$ cat src/rtl/sbox_pkg.sv
////////////////////////////////////////////////////////////
// switchbox package
// lane count, word width, select and count widths
// typedefs for lane masks, data words, indices and counts
////////////////////////////////////////////////////////////

package sbox_pkg;

   // physical lanes, and logical slots of the same number
   localparam int num_channels = 4;

   // payload width of one lane
   localparam int channel_width = 16;

   // bits to index one lane
   localparam int sel_width = $clog2(num_channels);

   // count runs from 0 up to num_channels inclusive
   localparam int cnt_width = sel_width + 1;

   // one bit per lane: masks, valids, readies, one-hot selects
   typedef logic [num_channels-1:0] chan_mask_t;

   // one data word
   typedef logic [channel_width-1:0] chan_word_t;

   // lane index
   typedef logic [sel_width-1:0] chan_idx_t;

   // number of active lanes
   typedef logic [cnt_width-1:0] chan_cnt_t;

endpackage

$ cat src/rtl/scatter_gather.sv
////////////////////////////////////////////////////////////
// lane route decode for the switchbox
// ranks active physical lanes and builds one-hot selects
// forward select per logical slot, backward per physical lane
// active lane count from the same rank scan
////////////////////////////////////////////////////////////

`timescale 1ns/1ps

module scatter_gather
   import sbox_pkg::*;
(
   input  chan_mask_t channel_active_i,
   output chan_mask_t fwd_sel_o [num_channels],
   output chan_mask_t bk_sel_o [num_channels],
   output chan_cnt_t  active_cnt_o
);

   // number of active lanes below each lane
   chan_idx_t rank [num_channels];

   // running count of active lanes
   chan_cnt_t run_cnt;

   // route hit, physical lane k feeds logical slot r
   logic hit [num_channels][num_channels];

   always_comb
   begin
      run_cnt = '0;
      for (int k = 0; k < num_channels; k++)
      begin
         // lane k never has more than k lanes below it
         rank[k] = run_cnt[sel_width-1:0];
         if (channel_active_i[k])
         begin
            run_cnt = run_cnt + chan_cnt_t'(1);
         end
      end
   end

   assign active_cnt_o = run_cnt;

   always_comb
   begin
      for (int r = 0; r < num_channels; r++)
      begin
         for (int k = 0; k < num_channels; k++)
         begin
            hit[r][k] = channel_active_i[k] && (rank[k] == chan_idx_t'(r));
         end
      end
   end

   // same hits seen from both ends
   always_comb
   begin
      for (int r = 0; r < num_channels; r++)
      begin
         for (int k = 0; k < num_channels; k++)
         begin
            // slot r picks up lane k
            fwd_sel_o[r][k] = hit[r][k];
            // lane k sends slot r back out
            bk_sel_o[k][r] = hit[r][k];
         end
      end
   end

endmodule

$ cat src/rtl/two_fifo.sv
////////////////////////////////////////////////////////////
// two-entry lane buffer
// valid/ready on the write side, valid/yumi on the read side
// one-bit read and write pointers, full and empty flags
////////////////////////////////////////////////////////////

`timescale 1ns/1ps

module two_fifo
   import sbox_pkg::*;
(
   input  logic       clk_i,
   input  logic       rst_n_i,
   input  logic       v_i,
   input  chan_word_t data_i,
   output logic       ready_o,
   output logic       v_o,
   output chan_word_t data_o,
   input  logic       yumi_i
);

   // storage
   chan_word_t mem [2];

   logic wr_ptr_r;
   logic rd_ptr_r;
   logic full_r;
   logic empty_r;

   logic enq;
   logic deq;

   assign ready_o = ~full_r;
   assign v_o     = ~empty_r;
   assign data_o  = mem[rd_ptr_r];

   assign enq = v_i & ~full_r;
   // yumi only counts with a word present
   assign deq = yumi_i & ~empty_r;

   always_ff @(posedge clk_i or negedge rst_n_i)
   begin
      if (!rst_n_i)
      begin
         wr_ptr_r <= 1'b0;
         rd_ptr_r <= 1'b0;
         full_r   <= 1'b0;
         empty_r  <= 1'b1;
      end
      else
      begin
         if (enq)
         begin
            wr_ptr_r <= ~wr_ptr_r;
         end
         if (deq)
         begin
            rd_ptr_r <= ~rd_ptr_r;
         end
         // level changes only when one side moves alone
         if (enq && !deq)
         begin
            empty_r <= 1'b0;
            full_r  <= (~wr_ptr_r == rd_ptr_r);
         end
         else if (deq && !enq)
         begin
            full_r  <= 1'b0;
            empty_r <= (~rd_ptr_r == wr_ptr_r);
         end
      end
   end

   always_ff @(posedge clk_i)
   begin
      if (enq)
      begin
         mem[wr_ptr_r] <= data_i;
      end
   end

endmodule

$ cat src/rtl/sbox.sv
////////////////////////////////////////////////////////////
// channel switchbox top level
// packs active physical lanes into low logical slots inward
// spreads logical slots back to active lanes outward
// registered one-hot selects, two-entry buffer per lane and way
////////////////////////////////////////////////////////////

`timescale 1ns/1ps

module sbox
   import sbox_pkg::*;
(
   input  logic       clk_i,
   input  logic       rst_n_i,
   input  logic       calibration_done_i,
   input  chan_mask_t channel_active_i,

   // physical to logical
   input  chan_mask_t in_v_i,
   input  chan_word_t in_data_i [num_channels],
   output chan_mask_t in_yumi_o,

   output chan_mask_t in_v_o,
   output chan_word_t in_data_o [num_channels],
   input  chan_mask_t in_yumi_i,

   // logical to physical
   input  chan_mask_t out_me_v_i,
   input  chan_word_t out_me_data_i [num_channels],
   output chan_mask_t out_me_ready_o,

   output chan_mask_t out_me_v_o,
   output chan_word_t out_me_data_o [num_channels],
   input  chan_mask_t out_me_ready_i
);

   // decoded routes
   chan_mask_t fwd_sel [num_channels];
   chan_mask_t bk_sel [num_channels];
   chan_cnt_t  active_cnt;

   chan_mask_t fwd_sel_r [num_channels];
   chan_mask_t bk_sel_r [num_channels];
   chan_cnt_t  active_cnt_r;

   // inward side, indexed by logical slot
   chan_mask_t in_mux_v;
   chan_word_t in_mux_data [num_channels];
   chan_mask_t in_buf_ready;
   chan_mask_t in_take;

   // outward side, indexed by logical slot
   chan_mask_t slot_en;
   chan_mask_t out_buf_ready;
   chan_mask_t out_buf_v;
   chan_word_t out_buf_data [num_channels];
   chan_mask_t out_buf_pop;

   scatter_gather u_decode
   (
      .channel_active_i (channel_active_i),
      .fwd_sel_o        (fwd_sel),
      .bk_sel_o         (bk_sel),
      .active_cnt_o     (active_cnt)
   );

   // one register stage on the decode
   always_ff @(posedge clk_i or negedge rst_n_i)
   begin
      if (!rst_n_i)
      begin
         fwd_sel_r    <= '{default: '0};
         bk_sel_r     <= '{default: '0};
         active_cnt_r <= '0;
      end
      else
      begin
         fwd_sel_r    <= fwd_sel;
         bk_sel_r     <= bk_sel;
         active_cnt_r <= active_cnt;
      end
   end

   // inward mux, handshake and yumi steering
   always_comb
   begin
      for (int r = 0; r < num_channels; r++)
      begin
         in_mux_v[r]    = |(in_v_i & fwd_sel_r[r]);
         in_mux_data[r] = '0;
         for (int k = 0; k < num_channels; k++)
         begin
            in_mux_data[r] = in_mux_data[r]
                           | (in_data_i[k] & {channel_width{fwd_sel_r[r][k]}});
         end
         // word is taken only once calibrated
         in_take[r] = in_mux_v[r] & in_buf_ready[r] & calibration_done_i;
      end
      // yumi goes back to whichever lane fed the slot
      for (int k = 0; k < num_channels; k++)
      begin
         in_yumi_o[k] = |(in_take & bk_sel_r[k]);
      end
   end

   // outward gating and lane spreading
   always_comb
   begin
      for (int r = 0; r < num_channels; r++)
      begin
         // slots past the active count stay closed
         slot_en[r]        = chan_cnt_t'(r) < active_cnt_r;
         out_me_ready_o[r] = out_buf_ready[r] & slot_en[r] & calibration_done_i;
         // pop when the mapped physical lane is ready
         out_buf_pop[r]    = out_buf_v[r] & |(out_me_ready_i & fwd_sel_r[r]);
      end
      for (int k = 0; k < num_channels; k++)
      begin
         out_me_v_o[k]    = |(out_buf_v & bk_sel_r[k]);
         out_me_data_o[k] = '0;
         for (int r = 0; r < num_channels; r++)
         begin
            out_me_data_o[k] = out_me_data_o[k]
                             | (out_buf_data[r] & {channel_width{bk_sel_r[k][r]}});
         end
      end
   end

   // one buffer per way on every lane
   for (genvar i = 0; i < num_channels; i++)
   begin : g_lane
      two_fifo u_in_buf
      (
         .clk_i   (clk_i),
         .rst_n_i (rst_n_i),
         .v_i     (in_mux_v[i] & calibration_done_i),
         .data_i  (in_mux_data[i]),
         .ready_o (in_buf_ready[i]),
         .v_o     (in_v_o[i]),
         .data_o  (in_data_o[i]),
         .yumi_i  (in_yumi_i[i])
      );

      two_fifo u_out_buf
      (
         .clk_i   (clk_i),
         .rst_n_i (rst_n_i),
         .v_i     (out_me_v_i[i] & slot_en[i] & calibration_done_i),
         .data_i  (out_me_data_i[i]),
         .ready_o (out_buf_ready[i]),
         .v_o     (out_buf_v[i]),
         .data_o  (out_buf_data[i]),
         .yumi_i  (out_buf_pop[i])
      );
   end

endmodule

$ cat config.mk
export PLATFORM = sky130hd
export DESIGN_NAME = sbox
export DESIGN_NICKNAME = d
export VERILOG_FILES = /design/src/rtl/sbox_pkg.sv /design/src/rtl/scatter_gather.sv /design/src/rtl/two_fifo.sv /design/src/rtl/sbox.sv
export SDC_FILE = /design/constraint.sdc
export NUM_CORES = 1
export LEC_CHECK = 0
export ABC_AREA = 1
export BUFFER_PORTS_ARGS = -buffer_cell sky130_fd_sc_hd__buf_2
export CAP_MARGIN = 20
export CORE_ASPECT_RATIO = 1.25
export CORE_MARGIN = 2
export CORE_UTILIZATION = 55
export CTS_CLUSTER_SIZE = 25
export DETAILED_ROUTE_END_ITERATION = 12
export GPL_TIMING_DRIVEN = 0
export HOLD_SLACK_MARGIN = 0.02
export PLACE_DENSITY_LB_ADDON = 0.3
export SLEW_MARGIN = 30
export SYNTH_ARGS = -nofsm -noshare
export SYNTH_HDL_FRONTEND = slang
export SYNTH_SLANG_ARGS = --single-unit
$ cat constraint.sdc
create_clock -name clk_i -period 5.45 [get_ports clk_i]
set_clock_uncertainty 0.2 [all_clocks]
set_input_delay 0.8175 -clock clk_i [delete_from_list [all_inputs] [get_ports clk_i]]
set_output_delay 0.8175 -clock clk_i [all_outputs]
set_load 0.05 [all_outputs]
==> Word-level counts from Yosys, hierarchy flattened <==
Memory sizes are Yosys's and may differ from the RTL's.
Index checks and enable logic that the tools add are counted.
{ "classes": {"n_bitwise": 140, "multipliers": 0, "muxes": 52, "n_div": 0, "add_sub_neg": 3, "n_lt_le_gt_ge": 4, "shifts": 0, "reduce_logical": 71, "eq_ne": 25} }
{ "op_table": {"columns": ["cell", "n"], "rows": [
  ["16-bit bitwise AND", 26],
  ["16-bit OR", 18],
  ["4-bit OR reduction", 16],
  ["4-bit bitwise AND", 14],
  ["1-bit 2-to-1 mux", 49],
  ["1-bit bitwise AND", 48],
  ["1-bit NOT", 32],
  ["1-bit logical AND", 28],
  ["1-bit equality test", 16],
  ["1-bit logical NOT", 16],
  ["2-bit nonzero test", 8],
  ["2-bit equality test, second input constant", 6],
  ["3-bit 2-to-1 mux", 3],
  ["4-bit by 1-bit bitwise AND with 4-bit output", 2],
  ["3-bit by 1-bit adder with 3-bit output, second input constant", 2],
  ["2-bit by 1-bit equality test with 1-bit output, second input constant", 3],
  ["2-bit logical NOT", 3],
  ["1-bit by 3-bit < comparator with 1-bit output, first input constant", 2],
  ["2-bit by 3-bit < comparator with 1-bit output, first input constant", 2],
  ["1-bit by 1-bit adder with 2-bit output, second input constant", 1]
]} }
{ "word_totals": {"n_memories": 8, "rom_bits": 0, "latch_bits": 0, "output_inout_bits": 144, "input_bits": 151, "regBits": 61, "word_cells": 344, "mem_bits_rw": 256} }
{ "mem_list": {"columns": ["memory", "words", "width", "read_ports", "rd_ports_with_merged_regs", "write_ports", "line_no", "text"], "rows": [
  ["g_lane[0].u_in_buf.mem", 2, 16, 1, 0, 1, "two_fifo.sv:23", "chan_word_t mem [2];"],
  ["g_lane[0].u_out_buf.mem", 2, 16, 1, 0, 1, "two_fifo.sv:23", null],
  ["g_lane[1].u_in_buf.mem", 2, 16, 1, 0, 1, "two_fifo.sv:23", null],
  ["g_lane[1].u_out_buf.mem", 2, 16, 1, 0, 1, "two_fifo.sv:23", null],
  ["g_lane[2].u_in_buf.mem", 2, 16, 1, 0, 1, "two_fifo.sv:23", null],
  ["g_lane[2].u_out_buf.mem", 2, 16, 1, 0, 1, "two_fifo.sv:23", null],
  ["2 more memories", null, null, null, null, null, null, null]
]} }

==> Depth between registers and ports, before layout <==
{ "logic_depth": {"depth_word": 8, "depth_mapped": 11} }

==> Modules after synthesis <==
A second synthesis with hierarchy kept.
{ "unflattened": {"cells_unflattened": 1694, "hier_area_um2": 16054.1} }
{ "modules_own_cells": {"columns": ["module", "n_inst", "area_per_inst_um2", "cells_per_inst", "seq_area_each_um2"], "rows": [
  ["two_fifo", 8, 1403.8, 110, 1062.3],
  ["sbox", 1, 4400.5, 747, 875.8],
  ["scatter_gather", 1, 422.9, 67, 0.0]
]} }

==> Worst setup path before layout <==
No wires, ideal clock.
{ "synth_timing": {"path_kind": "input port to output port", "start": "in in_v_i[1]", "end": "out in_yumi_o[1]", "stages": 4, "arrival_time_ps": 2192, "slack_ps": 2240, "n_path_buf": 0, "cell_sequence": "nand2_1 nand3_1 nand3_1 o21ai_0"} }
{ "synth_between": {"elab_chain_len": 6, "word_cells_on_any_way": 18, "classes_between": "bitwise: 13; reduce/logical: 5"} }
{ "synth_rtl": {"columns": ["element", "line_no", "text"], "rows": [
  ["start: declaration", "sbox.sv:19", "input chan_mask_t in_v_i,"],
  ["4-bit bitwise AND", "sbox.sv:89", "in_mux_v[r] = |(in_v_i & fwd_sel_r[r]);"],
  ["4-bit OR reduction", "sbox.sv:89", null],
  ["1-bit bitwise AND (2 in series)", "sbox.sv:97", "in_take[r] = in_mux_v[r] & in_buf_ready[r] & calibration_done_i;"],
  ["4-bit bitwise AND *", "sbox.sv:102", "in_yumi_o[k] = |(in_take & bk_sel_r[k]);"],
  ["4-bit OR reduction *", "sbox.sv:102", null],
  ["end: declaration", "sbox.sv:21", "output chan_mask_t in_yumi_o,"]
]} }
Every way passes the cells marked *; elsewhere a longest branch is shown, timed or not.

==> run summary <==
Critical path endpoint category: output pin
Hold-fix buffers at CTS: 0
Most common cell in the synthesized netlist: nand2_1
FF/Latch Area: 8850 µm²
Final slew viol count: 0
Post-synthesis mux area share: 0
RSZ-0062 raised after global routing: no
FILL cells: 1961
Busiest metal layer after global routing: met2
Total power: 7230 µW
TritonCTS clock tree: yes
Hold Vio Cnt, Final: 0
Layout cells sized above 1: 0.236
Worst hold slack: 55.1 ps
Post-CTS Setup Inserts: 0
Area grow syn2layout: 20.9%
I/O Pins: 295
Synth top area cells: edfxtp_1, nand2_1, dfrtp_1
Achievable frequency: 292 MHz
M3 GR Usage: 0.0708
Number of vias in the routed layout: 11600
Synthesis warning total: 0
Hold Path Class: primary input to asynchronous set/reset pin
CP max FO: 10
Critical path arrival: 2410 ps
Clk Latency, worst-skew pair: 570 ps
Final estimated routing congestion in global placement: 0.932
First-pass GRT wire length: 64000 µm
Mapped Cells: 1457
Htree depth: 1
Syn Nets: 1625
Synth Register Bits: 302
Setup CP Type: flip-flop to output pin
Endpoints failing setup: 0
Total negative slack: 0 ps
Netlist cell types: 31
Clock tree sinks: 302
R2R Path End: g_lane[2].u_out_buf.mem[1][3]
Synth Area in Compound Gates: 0.0559
Footprint of the multi-input gates: 4340 µm²
CP delay by family, top: simple AND/OR/NAND/NOR gates
Die span in x: 147 µm
Post-cts sizing count: 0
P per Cell Area: 428 nW/µm²
Pre-Repair DR Iteration Count: 5
Worst path required time: 4430 ps
Vias in the first global route: 11600
Vias per inst: 5.42
Crit path cell chain: buf_6 > nand2_1 > o21ai_0 > or2_2 > nand3b_1 > buf_2
Met2 Use GR: 0.569
Initial DRC Count: 937
Final Critical Period: 3430 ps
Num CTS Buffers: 29
Post-synthesis adder-cell area fraction: 0.0152
M1 GR Usage: 0.365
Status: finished clean
Critical path launch point type: flip-flop
Tot GR Track Use: 0.323
Cell taking the most area after synthesis: edfxtp_1
Post-DP HPWL: 33500 µm
Most frequent cells after synthesis: nand2_1, edfxtp_1, inv_1
Worst path slowest cell: dfrtp_1
Number of routed nets with antenna violations: 0
Fin crit share: 0.629
Critical path origin: g_lane[0].u_out_buf.rd_ptr_r
Clk pin slew, worst setup/hold paths: 70 ps
Deepest clock path buffer count: 3
Port bufs: 293
Nets: 1951
Rel. slew slack: 0.391
Residual DRC: 0
Placeable Area: 25100 µm²
Post-synth ARST share: 0.152
LEAKAGE: 0.00782 µW
Die area: 26700 µm²
Peak VDD IR: 0.000346 V
Post-Synth Simple-Gate Area: 0.224
Total gr overflow: 0
Die Ht: 182 µm
Crit path buffers/inverters: 2
Post-synth EDFFs: 256
Final wirelength: 43700 µm
Dominant synthesized flop cell: edfxtp_1
Initial antenna violation count: 6
Synthesized cell area: 14000 µm²
Post-synthesis sequential area ratio: 0.633
Clock Tree Root: clkbuf_16
Slew at the pin closest to its max-slew limit: 912 ps
Post-Synth XOR/XNOR Area: 0.0125
Average routed wire per standard cell: 20.4 µm
Largest net degree at the start of global routing: 47
R2R cell count: 4
Rows: 65
FF-to-FF setup slack: 3100 ps
FF-to-FF Start: active_cnt_r[2]
Largest family of logic cells by synthesized area: simple AND/OR/NAND/NOR gates
Top-area cell type share of the netlist area: 0.550
Max cap viols: 0
Starting Density: 0.557
Post-Syn Area per Cell: 9.60 µm²
Max incr delay on CP: 480 ps
registers in the layout, summed over array words and instances, names as in the netlist:
name and cells:
active_cnt_r 3, bk_sel_r 6, fwd_sel_r 5, g_lane.u_in_buf.empty_r 4
g_lane.u_in_buf.full_r 4, g_lane.u_in_buf.mem 128, g_lane.u_in_buf.rd_ptr_r 4, g_lane.u_in_buf.wr_ptr_r 4
g_lane.u_out_buf.empty_r 4, g_lane.u_out_buf.full_r 4, g_lane.u_out_buf.mem 128, g_lane.u_out_buf.rd_ptr_r 4
g_lane.u_out_buf.wr_ptr_r 4
routing by layer:
layer,vias up,routed length (µm)
met3,140,4440
met2,668,21600
met1,5369,14800
li1,5449,-
met4,8,2830
met5,-,49
logic make-up after synthesis:
family / Yosys count
flops: 302
simple gates: 777
fa+ha+maj: 17
buf+inv: 202
xor+xnor: 20
compound gates: 139
power by group:
| part | leakage, µW | internal, µW | total, µW | switching (µW) |
|---|---|---|---|---|
| logic | 0.00448 | 536 | 2440 | 1900 |
| clock network | 0.000473 | 1160 | 2040 | 872 |
| registers | 0.00287 | 2690 | 2760 | 65.2 |
cell usage in the layout (no fill, tap or decap), types with 13 or more instances in the layout:
cell,n
a21oi_1,18
buf_2,320
clkbuf_1,20
clkbuf_16,29
dfrtp_1,38
edfxtp_1,256
ha_1,17
inv_1,125
nand2_1,619
nand3_1,43
nand4_1,25
nor2_1,41
nor2_2,13
o211ai_1,16
o21ai_0,68
o22ai_1,34
or2_2,19
xor2_1,19
area by class of cell:
| type | count | share of cell area |
|---|---|---|
| multi-input combinational | 953 | 0.257 |
| clock inverter | 18 | 0.0114 |
| sequential | 302 | 0.523 |
| tap | 335 | 0.0248 |
| inverter | 138 | 0.0306 |
| clock buffer | 34 | 0.0458 |
| timing repair buffer | 295 | 0.0882 |
| antenna | 6 | 0.000888 |
| buffer | 64 | 0.0184 |
through the flow:
| stage | std cells | util | instance area, µm² | setup WS [ps] |
|---|---|---|---|---|
| 6_report | 2145 | 0.673 | 16900 | 2020 |
| 5_1_grt | 2139 | 0.672 | 16900 | 1940 |
| 4_1_cts | 2139 | 0.672 | 16900 | 2060 |
| 3_5_place_dp | 2087 | 0.634 | 15900 | 2300 |
| 3_3_place_gp | 2085 | 0.632 | 15900 | 1760 |
| 2_1_floorplan | 1457 | - | 14000 | 2240 |
worst max path at each step:
stage	endpoint	slack, ps	cells after the start
after floorplan	in_yumi_o[1]	2240	4
after global placement	g_lane[1].u_out_buf.mem[0][3]	1760	5
after detailed placement	in_yumi_o[2]	2300	8
after CTS	out_me_v_o[0]	2060	5
after global routing	out_me_data_o[42]	1940	8
final	out_me_data_o[10]	2020	6
Power figures use the tool's default switching activity.
